**config.mk**
```make
export PLATFORM = sky130hd
export DESIGN_NAME = memCheckTop
export DESIGN_NICKNAME = d
export VERILOG_FILES = /design/src/memCheckPkg.sv /design/src/memCheckTop.sv /design/src/pmpChecker.sv /design/src/pmaChecker.sv /design/src/adrDecs.sv /design/src/adrDec.sv
export VERILOG_INCLUDE_DIRS = /design/src
export SDC_FILE = /design/constraint.sdc
export NUM_CORES = 1
export LEC_CHECK = 0
export ABC_AREA = 1
export BUFFER_PORTS_ARGS = -buffer_cell sky130_fd_sc_hd__buf_2
export CAP_MARGIN = 20
export CORE_ASPECT_RATIO = 0.7
export CORE_MARGIN = 3
export CORE_UTILIZATION = 35
export CTS_BUF_LIST = sky130_fd_sc_hd__clkbuf_8 sky130_fd_sc_hd__clkbuf_16
export DETAILED_ROUTE_END_ITERATION = 10
export HOLD_SLACK_MARGIN = 0.02
export PLACE_DENSITY = 0.53
export SYNTH_ARGS = -nofsm -noshare
export SYNTH_HDL_FRONTEND = slang
export SYNTH_SLANG_ARGS = --single-unit
```
**constraint.sdc**
```tcl
create_clock -name clk -period 4.9 [get_ports clk]
set_input_delay 1.47 -clock clk [delete_from_list [all_inputs] [get_ports clk]]
set_output_delay 1.47 -clock clk [all_outputs]
set_load 0.01 [all_outputs]
```
**src/memCheck_config.svh**
```systemverilog
// Memory check unit configuration
// Address width, PMP entry count and the physical memory map.
// A region is hit when (address & mask) == base.

`ifndef MEMCHECK_CONFIG_SVH
`define MEMCHECK_CONFIG_SVH

// Physical address width in bits
`define PA_BITS 32

// Number of PMP entries held by the PMP checker
`define PMP_ENTRIES 4

////////////////////
// Region map
////////////////////

// Boot ROM, 4 KiB
`define BOOTROM_BASE 32'h0000_1000
`define BOOTROM_MASK 32'hFFFF_F000
// Core-local interruptor, 64 KiB
`define CLINT_BASE   32'h0200_0000
`define CLINT_MASK   32'hFFFF_0000
// GPIO block, 4 KiB
`define GPIO_BASE    32'h1006_0000
`define GPIO_MASK    32'hFFFF_F000
// UART registers, 256 bytes
`define UART_BASE    32'h1000_0000
`define UART_MASK    32'hFFFF_FF00
// Platform interrupt controller, 64 MiB window
`define PLIC_BASE    32'h0C00_0000
`define PLIC_MASK    32'hFC00_0000
// Tightly coupled data memory, 64 KiB
`define DTIM_BASE    32'h7000_0000
`define DTIM_MASK    32'hFFFF_0000
// Execute-in-place flash, 256 MiB
`define FLASH_BASE   32'h2000_0000
`define FLASH_MASK   32'hF000_0000
// Main memory, 256 MiB
`define RAM_BASE     32'h8000_0000
`define RAM_MASK     32'hF000_0000

`endif
```
**src/memCheckPkg.sv**
```systemverilog
// Memory check package
// Shared vector types, region bit indices and PMP encodings
// used by the PMA and PMP checkers.

`default_nettype none

`include "memCheck_config.svh"

package memCheckPkg;

  // Physical address and access size (0 byte, 1 half, 2 word, 3 double)
  typedef logic [`PA_BITS-1:0] paddrT;
  typedef logic [1:0]          sizeT;

  // One bit per region plus the no-hit bit at the top
  typedef logic [8:0]          regionSelT;

  // Privilege mode, 0 user, 1 supervisor, 3 machine
  typedef logic [1:0]          privT;

  // PMP configuration byte and address register (address divided by four)
  typedef logic [7:0]          pmpCfgT;
  typedef logic [`PA_BITS-3:0] pmpAdrT;

  ////////////////////
  // Region indices
  ////////////////////
  parameter int unsigned regionBootRom = 0;
  parameter int unsigned regionClint   = 1;
  parameter int unsigned regionGpio    = 2;
  parameter int unsigned regionUart    = 3;
  parameter int unsigned regionPlic    = 4;
  parameter int unsigned regionDtim    = 5;
  parameter int unsigned regionFlash   = 6;
  parameter int unsigned regionRam     = 7;
  parameter int unsigned regionNone    = 8;

  ////////////////////
  // PMP encodings
  ////////////////////
  // Matching modes held in bits 4:3 of a configuration byte
  parameter logic [1:0] pmpOff   = 2'd0;
  parameter logic [1:0] pmpTor   = 2'd1;
  parameter logic [1:0] pmpNa4   = 2'd2;
  parameter logic [1:0] pmpNapot = 2'd3;

  // Bit positions inside a configuration byte
  parameter int unsigned cfgRead  = 0;
  parameter int unsigned cfgWrite = 1;
  parameter int unsigned cfgExec  = 2;
  parameter int unsigned cfgLock  = 7;

  parameter privT privMachine = 2'd3;

endpackage

`default_nettype wire

```
**src/memCheckTop.sv**
```systemverilog
// Memory check unit top level
// Runs the region attribute check and the PMP check side by side on
// the same access and merges their faults per access kind.

`default_nettype none

module memCheckTop import memCheckPkg::*; (
  input  logic        clk,
  input  logic        arstN,
  input  paddrT       physAdr,
  input  sizeT        size,
  input  logic        execAccess,
  input  logic        readAccess,
  input  logic        writeAccess,
  input  privT        privMode,
  input  logic        pmpWrEn,
  input  logic        pmpWrCfg,
  input  logic [1:0]  pmpWrIdx,
  input  logic [31:0] pmpWrData,
  output logic        cacheable,
  output logic        idempotent,
  output logic        atomicAllowed,
  output logic        instrAccessFault,
  output logic        loadAccessFault,
  output logic        storeAccessFault
);

  logic pmaInstrFault;
  logic pmaLoadFault;
  logic pmaStoreFault;
  logic pmpInstrFault;
  logic pmpLoadFault;
  logic pmpStoreFault;

  ////////////////////
  // Checkers
  ////////////////////

  // Region attributes and legality, purely combinational
  pmaChecker u_pmaChecker (
    .physAdr,
    .size,
    .execAccess,
    .readAccess,
    .writeAccess,
    .cacheable,
    .idempotent,
    .atomicAllowed,
    .instrFault (pmaInstrFault),
    .loadFault  (pmaLoadFault),
    .storeFault (pmaStoreFault)
  );

  // Protection entries, the only clocked part of the unit
  pmpChecker u_pmpChecker (
    .clk,
    .arstN,
    .pmpWrEn,
    .pmpWrCfg,
    .pmpWrIdx,
    .pmpWrData,
    .physAdr,
    .privMode,
    .execAccess,
    .readAccess,
    .writeAccess,
    .instrFault (pmpInstrFault),
    .loadFault  (pmpLoadFault),
    .storeFault (pmpStoreFault)
  );

  // Either checker can reject an access
  assign instrAccessFault = pmaInstrFault | pmpInstrFault;
  assign loadAccessFault  = pmaLoadFault  | pmpLoadFault;
  assign storeAccessFault = pmaStoreFault | pmpStoreFault;

endmodule

`default_nettype wire

```
**src/pmpChecker.sv**
```systemverilog
// Physical memory protection checker
// Holds the PMP configuration bytes and address registers written by
// machine-mode software. Matches each access against the entries in
// priority order and applies the read, write and execute permissions.

`default_nettype none

`include "memCheck_config.svh"

module pmpChecker import memCheckPkg::*; (
  input  logic        clk,
  input  logic        arstN,
  input  logic        pmpWrEn,
  input  logic        pmpWrCfg,
  input  logic [1:0]  pmpWrIdx,
  input  logic [31:0] pmpWrData,
  input  paddrT       physAdr,
  input  privT        privMode,
  input  logic        execAccess,
  input  logic        readAccess,
  input  logic        writeAccess,
  output logic        instrFault,
  output logic        loadFault,
  output logic        storeFault
);

  pmpCfgT                  pmpCfg [`PMP_ENTRIES];
  pmpAdrT                  pmpAdr [`PMP_ENTRIES];
  pmpAdrT                  adrWord;
  logic [`PMP_ENTRIES-1:0] entryMatch;
  logic                    anyMatch;
  pmpCfgT                  selCfg;
  logic                    notMachine;
  logic                    enforce;

  ////////////////////
  // Register file
  ////////////////////

  // The lock bit of the addressed entry blocks both its configuration
  // byte and its address register until the next reset
  always_ff @(posedge clk or negedge arstN) begin
    if (!arstN) begin
      for (int i = 0; i < `PMP_ENTRIES; i++) begin
        pmpCfg[i] <= '0;
        pmpAdr[i] <= '0;
      end
    end else if (pmpWrEn && !pmpCfg[pmpWrIdx][cfgLock]) begin
      if (pmpWrCfg) begin
        pmpCfg[pmpWrIdx] <= pmpWrData[7:0];
      end else begin
        pmpAdr[pmpWrIdx] <= pmpWrData[$bits(pmpAdrT)-1:0];
      end
    end
  end

  ////////////////////
  // Entry matching
  ////////////////////

  // Address registers hold the address divided by four, so compare
  // at word granularity
  assign adrWord = physAdr[`PA_BITS-1:2];

  for (genvar i = 0; i < `PMP_ENTRIES; i++) begin : gEntry
    pmpAdrT     torBase;
    pmpAdrT     napotCare;
    logic [1:0] mode;
    logic       torHit;
    logic       na4Hit;
    logic       napotHit;

    // Matching mode sits in bits 4:3 of the configuration byte
    assign mode = pmpCfg[i][4:3];

    // Entry 0 has its range starting at address zero
    if (i == 0) begin : gFirst
      assign torBase = '0;
    end else begin : gNext
      assign torBase = pmpAdr[i-1];
    end

    // Top of range, lower bound inclusive and upper bound exclusive
    assign torHit = (adrWord >= torBase) && (adrWord < pmpAdr[i]);

    assign na4Hit = (adrWord == pmpAdr[i]);

    // Adding one turns the trailing ones into zeros and carries into the
    // next zero, so the XOR marks exactly the bits inside the block
    assign napotCare = ~(pmpAdr[i] ^ (pmpAdr[i] + 1'b1));
    assign napotHit  = ((adrWord ^ pmpAdr[i]) & napotCare) == '0;

    assign entryMatch[i] = (mode == pmpOff)   ? 1'b0 :
                           (mode == pmpTor)   ? torHit :
                           (mode == pmpNa4)   ? na4Hit :
                                                napotHit;
  end

  // Walk from the highest entry down so the lowest matching one is kept
  always_comb begin
    anyMatch = 1'b0;
    selCfg   = '0;
    for (int i = `PMP_ENTRIES - 1; i >= 0; i--) begin
      if (entryMatch[i]) begin
        anyMatch = 1'b1;
        selCfg   = pmpCfg[i];
      end
    end
  end

  ////////////////////
  // Permission check
  ////////////////////

  assign notMachine = (privMode != privMachine);

  // Machine mode is only held to the permissions of a locked entry
  assign enforce = notMachine | selCfg[cfgLock];

  // Without a matching entry only machine mode gets through
  assign instrFault = execAccess &
                      (anyMatch ? (enforce & ~selCfg[cfgExec]) : notMachine);
  assign loadFault  = readAccess &
                      (anyMatch ? (enforce & ~selCfg[cfgRead]) : notMachine);
  assign storeFault = writeAccess &
                      (anyMatch ? (enforce & ~selCfg[cfgWrite]) : notMachine);

endmodule

`default_nettype wire

```
**src/pmaChecker.sv**
```systemverilog
// Physical memory attribute checker
// Finds the region an access targets and reports its attributes.
// Raises a fault per access kind when no region accepts the access.

`default_nettype none

module pmaChecker import memCheckPkg::*; (
  input  paddrT physAdr,
  input  sizeT  size,
  input  logic  execAccess,
  input  logic  readAccess,
  input  logic  writeAccess,
  output logic  cacheable,
  output logic  idempotent,
  output logic  atomicAllowed,
  output logic  instrFault,
  output logic  loadFault,
  output logic  storeFault
);

  logic      accessRW;
  logic      accessRX;
  logic      accessRWX;
  regionSelT regionSel;

  ////////////////////
  // Access groups
  ////////////////////
  // Each region accepts one of these groups
  assign accessRW  = readAccess | writeAccess;
  assign accessRX  = readAccess | execAccess;
  assign accessRWX = readAccess | writeAccess | execAccess;

  // Region decode
  adrDecs u_adrDecs (
    .physAdr,
    .size,
    .accessRW,
    .accessRX,
    .accessRWX,
    .regionSel
  );

  ////////////////////
  // Attributes
  ////////////////////
  // Ram, dtim and flash are all cacheable
  assign cacheable = regionSel[regionRam] | regionSel[regionDtim] | regionSel[regionFlash];

  // Flash is left out here since reads may have side effects during programming
  assign idempotent    = regionSel[regionRam] | regionSel[regionDtim];
  assign atomicAllowed = regionSel[regionRam] | regionSel[regionDtim];

  // Each fault is qualified by its own access kind since the no-hit bit
  // is also high when no access is made
  assign instrFault = execAccess  & regionSel[regionNone];
  assign loadFault  = readAccess  & regionSel[regionNone];
  assign storeFault = writeAccess & regionSel[regionNone];

endmodule

`default_nettype wire

```
**src/adrDecs.sv**
```systemverilog
// Physical memory map decoder
// One decoder per region, each with its own access group and allowed
// sizes. The top bit of the result flags an address that no region takes.

`default_nettype none

`include "memCheck_config.svh"

module adrDecs import memCheckPkg::*; (
  input  paddrT     physAdr,
  input  sizeT      size,
  input  logic      accessRW,
  input  logic      accessRX,
  input  logic      accessRWX,
  output regionSelT regionSel
);

  // Size enables, one bit per size code
  localparam logic [3:0] sizeAny  = 4'b1111;
  localparam logic [3:0] sizeWord = 4'b0100;
  localparam logic [3:0] sizeByte = 4'b0001;

  ////////////////////
  // Region map
  ////////////////////

  // Boot code is fetched and read but never written
  adrDec u_bootRomDec (
    .physAdr, .accessAllowed(accessRX), .size, .sizeMask(sizeAny),
    .base(`BOOTROM_BASE), .mask(`BOOTROM_MASK), .hit(regionSel[regionBootRom])
  );

  // Peripheral register blocks take full word reads and writes only
  adrDec u_clintDec (
    .physAdr, .accessAllowed(accessRW), .size, .sizeMask(sizeWord),
    .base(`CLINT_BASE), .mask(`CLINT_MASK), .hit(regionSel[regionClint])
  );
  adrDec u_gpioDec (
    .physAdr, .accessAllowed(accessRW), .size, .sizeMask(sizeWord),
    .base(`GPIO_BASE), .mask(`GPIO_MASK), .hit(regionSel[regionGpio])
  );

  // The UART has byte-wide registers
  adrDec u_uartDec (
    .physAdr, .accessAllowed(accessRW), .size, .sizeMask(sizeByte),
    .base(`UART_BASE), .mask(`UART_MASK), .hit(regionSel[regionUart])
  );
  adrDec u_plicDec (
    .physAdr, .accessAllowed(accessRW), .size, .sizeMask(sizeWord),
    .base(`PLIC_BASE), .mask(`PLIC_MASK), .hit(regionSel[regionPlic])
  );

  // Memories allow any size, flash is read-only
  adrDec u_dtimDec (
    .physAdr, .accessAllowed(accessRWX), .size, .sizeMask(sizeAny),
    .base(`DTIM_BASE), .mask(`DTIM_MASK), .hit(regionSel[regionDtim])
  );
  adrDec u_flashDec (
    .physAdr, .accessAllowed(accessRX), .size, .sizeMask(sizeAny),
    .base(`FLASH_BASE), .mask(`FLASH_MASK), .hit(regionSel[regionFlash])
  );
  adrDec u_ramDec (
    .physAdr, .accessAllowed(accessRWX), .size, .sizeMask(sizeAny),
    .base(`RAM_BASE), .mask(`RAM_MASK), .hit(regionSel[regionRam])
  );

  // Nothing claimed the address, or the access was illegal everywhere
  assign regionSel[regionNone] = ~|regionSel[regionRam:regionBootRom];

endmodule

`default_nettype wire

```
**src/adrDec.sv**
```systemverilog
// Single region address decoder
// Flags a hit when the address falls in the region, the kind of
// access is allowed there and the access size is one the region takes.

`default_nettype none

module adrDec import memCheckPkg::*; (
  input  paddrT      physAdr,
  input  logic       accessAllowed,
  input  sizeT       size,
  input  logic [3:0] sizeMask,
  input  paddrT      base,
  input  paddrT      mask,
  output logic       hit
);

  logic adrMatch;
  logic sizeOk;

  // Only the bits selected by the mask take part in the compare
  // so the low bits inside the region are free
  assign adrMatch = ((physAdr & mask) == base);

  // Each bit of sizeMask enables one size code, bit 0 for byte up to
  // bit 3 for double
  assign sizeOk = sizeMask[size];

  // A wrong kind or size of access makes the region look absent, which
  // later turns into an access fault through the no-hit bit
  assign hit = adrMatch & accessAllowed & sizeOk;

endmodule

`default_nettype wire

```
Yosys cells after proc, flatten, opt, wreduce, memory -nomap -nowiden --
Index checks and enable logic that the tools add are counted.
Word-level totals: word-level logic and storage cells 156, register bits after elaboration 152, output and inout port bits 6, input port bits 77
Cells by class: add/sub/neg operators 4, reductions and logical operators 19, multiplexer cells 38, order comparisons 11, bitwise gates (word level) 55, equality and inequality tests 21
Operator list (number):
- $xor 30x30->30 | 8
- $add 30x1->30 const B | 4
- $and 30x30->30 | 4
- $bwmux 120 | 1
- $eq 30x30->1 | 4
- $logic_not 30->1 | 4
- $lt 30x30->1 | 4
- $not 30->30 | 4
- $ge 30x30->1 | 3
- $demux 30 s2 | 1
- $mux 8 | 7
- $bwmux 32 | 1
- $ge 30x1->1 const B | 1
- $mux 30 | 1
- $and 1x1->1 | 25
- $eq 24x21->1 const B | 1
- $mux 1 | 22
- $eq 20x1->1 const B | 1
- $eq 20x17->1 const B | 1
- $bmux 8 s2 | 1
- $demux 8 s2 | 1
- $eq 16x10->1 const B | 1
- $eq 16x15->1 const B | 1
- $or 1x1->1 | 9
- other kinds (17) | 38

Logic depth before layout (Yosys ltp) --
word-level depth 17, gate-level depth with buffers 21

By module --
From an unflattened synthesis, not the netlist that was laid out.
Second synthesis, totals: cell total of the unflattened synthesis 3112, area, all modules 17460.5 µm²
By module, submodules not included:
- pmpChecker | times used 1, area each 11731.3 µm², sequential area each 3603.5 µm², cells each 1798
- adrDec | times used 8, area each 699.4 µm², sequential area each 0.0 µm², cells each 160
- pmaChecker | times used 1, area each 66.3 µm², sequential area each 0.0 µm², cells each 16
- adrDecs | times used 1, area each 33.8 µm², sequential area each 0.0 µm², cells each 9
- memCheckTop | times used 1, area each 33.8 µm², sequential area each 0.0 µm², cells each 9

Worst setup path after synthesis --
Ideal clock, no wire load.
kind input-to-output, start input physAdr[29], end output instrAccessFault, required time 3430 ps, setup slack 286 ps, arrival 3144 ps, stages on the path 16, buffers on the path 0, cell sequence ha_1 -> inv_1 -> nor3_1 -> nand3_1 -> nor2_1 -> nand3_1 -> o21ai_0 -> inv_1 -> a21oi_4 -> inv_2 -> nand2_1 -> nand2_1 -> nand2_1 -> nand2_2 -> nand3_1 -> nand2_1
Between the ends: cells in the longest elaborated chain, start to end 15
RTL lines:
- start, declared | RTL line memCheckTop.sv:10 | input paddrT physAdr,
- branches (longest 14 deep; another with $ge 30x30->1)
- $or 1x1->1 * | RTL line memCheckTop.sv:73 | assign instrAccessFault = pmaInstrFault | pmpInstrFault;
- end, declared | RTL line memCheckTop.sv:23 | output logic instrAccessFault,
Mark *: on every way between the ends.

Worst setup path after layout --
Ends and elaborated chain as after synthesis.

==> impl_metrics.py <==
metrics = {
    "outcome": {
        "status": "finished, violations left",
        "violations": "negative setup slack",
    },
    "critical_path": {
        "slowest_stage": "ha_4",
        "cp_top_family": "simple AND/OR/NAND/NOR gates",
        "path_buf_inv": 6,
        "critical_path_class": "input pin to output pin",
        "r2r_slack_ns": 2.90,
        "cp-end-kind": "output pin",
        "startpoint_type": "input pin",
        "critPathMaxStageDelay_ns": 0.26,
        "r2r_start": "u_pmpChecker.pmpCfg[31]$_DFFE_PN0P_",
        "cp_max_fo": 3,
        "required_ns": 3.43,
        "worstPathArrival_ns": 3.70,
        "startpoint": "physAdr[29]",
        "cp_cell_sequence": "buf_12 > buf_12 > ha_4 > nand2_2 > nor2_2 > nand4_1 > inv_1 > a21oi_2 > buf_4 > nand3_1 > nand2_1 > nand2_2 > buf_4 > nand3b_1 > nand2_1 > nor2_2 > nor2_2 > nand3_2 > nand2_1 > buf_2",
    },
    "detailed_routing": {
        "drc": 0,
        "drtPass1Iterations": 6,
        "routed_wl_um": 44840,
        "wl_per_cell_um": 18.03,
        "viasPerCell": 5.065,
        "final_antenna_net_count": 0,
        "vias": 12600,
        "drtIter0Drc": 953,
    },
    "global_route": {
        "first_global_vias": 12270,
        "grt.total_usage_pct": 25.00,
        "antenna_found_initial": 0,
        "grt_max_degree": 77,
        "grt_pass1_wl_um": 69030,
        "overflow": 0,
    },
    "sta": {
        "fmax_ghz": 0.1936,
        "finalMaxSlewViolations": 0,
        "setup_slack_ns": -0.2665,
        "tightestPinTransition_ns": 0.7619,
        "relSlewSlack_pct": 49.20,
        "setup_viol": 3,
        "rsz0062_at_grt": "yes",
        "finalHoldViolCount": 0,
        "hold_ws_ns": 0.4851,
        "skew_ns": 0.01132,
        "period_minus_slack_ns": 5.166,
        "finalCritPeriodShare_pct": 105.4,
    },
    "layout": {
        "area_delta_synth_final_pct": 29.32,
        "post-route-cell-area_mm2": 0.01547,
        "final_cells": 2487,
        "drive_above_1_share_pct": 19.48,
        "final_net_count": 2248,
        "final_util_pct": 46.92,
    },
    "synth": {
        "synthCells": 1854,
        "synth_common_cells": "nand2_1, inv_1, nor2_1, o21ai_0, dfrtp_1",
        "synth_area_leaders": "dfrtp_1, nand2_1, ha_1, inv_1, nor2_1",
        "yosysTopAreaCellShare_pct": 30.13,
        "yosysTopAreaCell": "dfrtp_1",
        "synth_seq_area_share_pct": 30.13,
        "ys_ff_latch": 144,
        "synth_edf_count": 0,
        "synth_warnings": 0,
        "async_flop_share_pct": 100.0,
        "yosysMostFrequentCell": "nand2_1",
        "synth.distinct_cells": 44,
        "syn_nets": 2055,
        "syn_area_mm2": 0.01196,
        "syn_avg_cell_area_um2": 6.451,
        "ys.flop_type": "dfrtp_1",
    },
    "die": {
        "die_x_um": 226.9,
        "core_area_mm2": 0.03296,
        "io_pins": 83,
        "num_rows": 55,
        "start_util_pct": 36.28,
        "dieArea_mm2": 0.03646,
        "fp.dieH_um": 160.7,
    },
    "power_and_ir_drop": {
        "switchingPower_uw": 2160,
        "clkPwrFrac_pct": 26.0,
        "internal_power_uw": 3423,
        "combPwrFrac_pct": 42.1,
        "p_per_area_mw_per_mm2": 361.0,
        "p_sw_share_pct": 38.68,
        "p_seq_share_pct": 31.8,
        "irDropWorstVdd_v": 0.0002306,
        "leakage_uw": 0.007520,
    },
    "cts": {
        "h-tree-depth": 4,
        "cts.root.buffer_cell": "clkbuf_16",
        "cts_buffer_depth": 2,
        "cts.clk_slew.worst_paths_ns": 0.07,
        "cts_tree": "yes",
        "clock_latency_ns": 0.45,
        "hold_buffers": 0,
        "numCtsBuffers": 17,
        "cts_sinks": 144,
    },
    "min_path": {
        "hold_start": "u_pmpChecker.pmpCfg[16]$_DFFE_PN0P_",
        "hp-class": "flop to flop",
    },
    "run": {
        "drv_cap": 0,
    },
    "placed_design": {
        "post-place-cells": 2452,
        "place_hpwl_um": 36380,
        "gp_congestion": 0.9209,
        "post_dp_cell_area_mm2": 0.01374,
        "port_buffers": 78,
    },
}
[layout by cell type (no fill, tap or decap), types with 6 or more instances in the layout]
cell type,count
a21oi_1,48
buf_2,54
buf_4,136
buf_6,6
clkbuf_16,17
dfrtp_1,144
ha_1,77
ha_4,47
inv_1,301
inv_2,6
nand2_1,539
nand2_2,23
nand2_4,7
nand3_1,68
nand3_2,17
nand3b_1,12
nand4_1,23
nor2_1,212
nor2_2,34
nor3_1,16
o21ai_0,154
o21ai_1,16
o21bai_1,18
[final timing paths]
path | endpoint | depth (start not counted)
max in group asynchronous | u_pmpChecker.gEntry[3].torBase[7]$_DFFE_PN0P_ | 2
min in group asynchronous | u_pmpChecker.pmpAdr[2]$_DFFE_PN0P_ | 1
worst min-delay path | u_pmpChecker.pmpCfg[16]$_DFFE_PN0P_ | 2
worst max register to register | u_pmpChecker.pmpCfg[7]$_DFFE_PN0P_ | 5
worst max-delay path | instrAccessFault | 20
worst min register to register | u_pmpChecker.pmpCfg[16]$_DFFE_PN0P_ | 2
[sequential cells by signal, summed over array words and instances (netlist names)]
register,cells
u_pmpChecker.gEntry.mode,8
u_pmpChecker.gEntry.torBase,90
u_pmpChecker.pmpAdr,30
u_pmpChecker.pmpCfg,16
[through the flow]
stage                     setup WS (ns)  total power [uW]  TNS (ns)
after floorplan                  0.2857              2928         0
after global placement          -0.4633              3775    -1.388
after detailed placement        -0.4828              3820    -1.439
after CTS                       -0.1930              5455   -0.5520
after global routing            -0.4089              6031    -1.174
final                           -0.2665              5583   -0.7790
[final cells by class]
class / instances / area (um2)
antenna: 1 / 2.502
clock buffer: 17 / 425.4
clock inverter: 14 / 212.7
fill: 3461 / 17500
inverter: 310 / 1169
multi-input combinational: 1371 / 8031
sequential: 144 / 3603
tap: 427 / 534.3
timing repair buffer: 203 / 1489
[power by group through the flow]
stage | Sequential, uW | Combinational (uW) | Clock (uW)
after floorplan | 1670 | 1260 | 0
after global placement | 1780 | 1990 | 0
after detailed placement | 1790 | 2030 | 0
after CTS | 1770 | 2200 | 1480
after global routing | 1820 | 2680 | 1530
final | 1780 | 2350 | 1450
[kinds of logic (layout without fill, tap and decap cells)]
| logic type | count (synthesis) | after routing | share of synthesized area, % |
|---|---|---|---|
| AOI/OAI and AO/OA | 265 | 265 | 12.14 |
| buffers and inverters | 339 | 544 | 10.67 |
| xor gates and xnor gates | 1 | 1 | 0.07324 |
| and+or+nand+nor | 981 | 981 | 34.02 |
| DFF | 144 | 144 | 30.13 |
| adders and majority gates | 124 | 124 | 12.97 |
| other | 0 | 1 | 0 |
[worst register-to-register path, cell delays in order (launching register included)]
cell      delay [ns]
dfrtp_1         0.43
nand2_1         0.08
nand3_1         0.09
a221oi_2        0.52
nand3_1         0.48
o21ai_0         0.31
[per-layer routing]
layer / vias to the layer above / part of all wire [%] / routed length, um / GRT usage, %
met1: 5927 / 49 / 21820 / 37.16
met3: 51 / 6.5 / 2913 / 4.385
met2: 355 / 43 / 19270 / 37.77
li1: 6264 / - / - / -
met4: 0 / 1.9 / 835 / 5.586
met5: - / 0 / 0 / 0
[timing repair]
item | CTS | global route
hold endpoints to repair | 0 | 0
gates resized for setup | 119 | 67
pin swaps | 47 | 34
setup endpoints to repair | 3 | 3
cloned | 0 | 0
setup buffers | 2 | 1
Power figures use the tool's default switching activity.
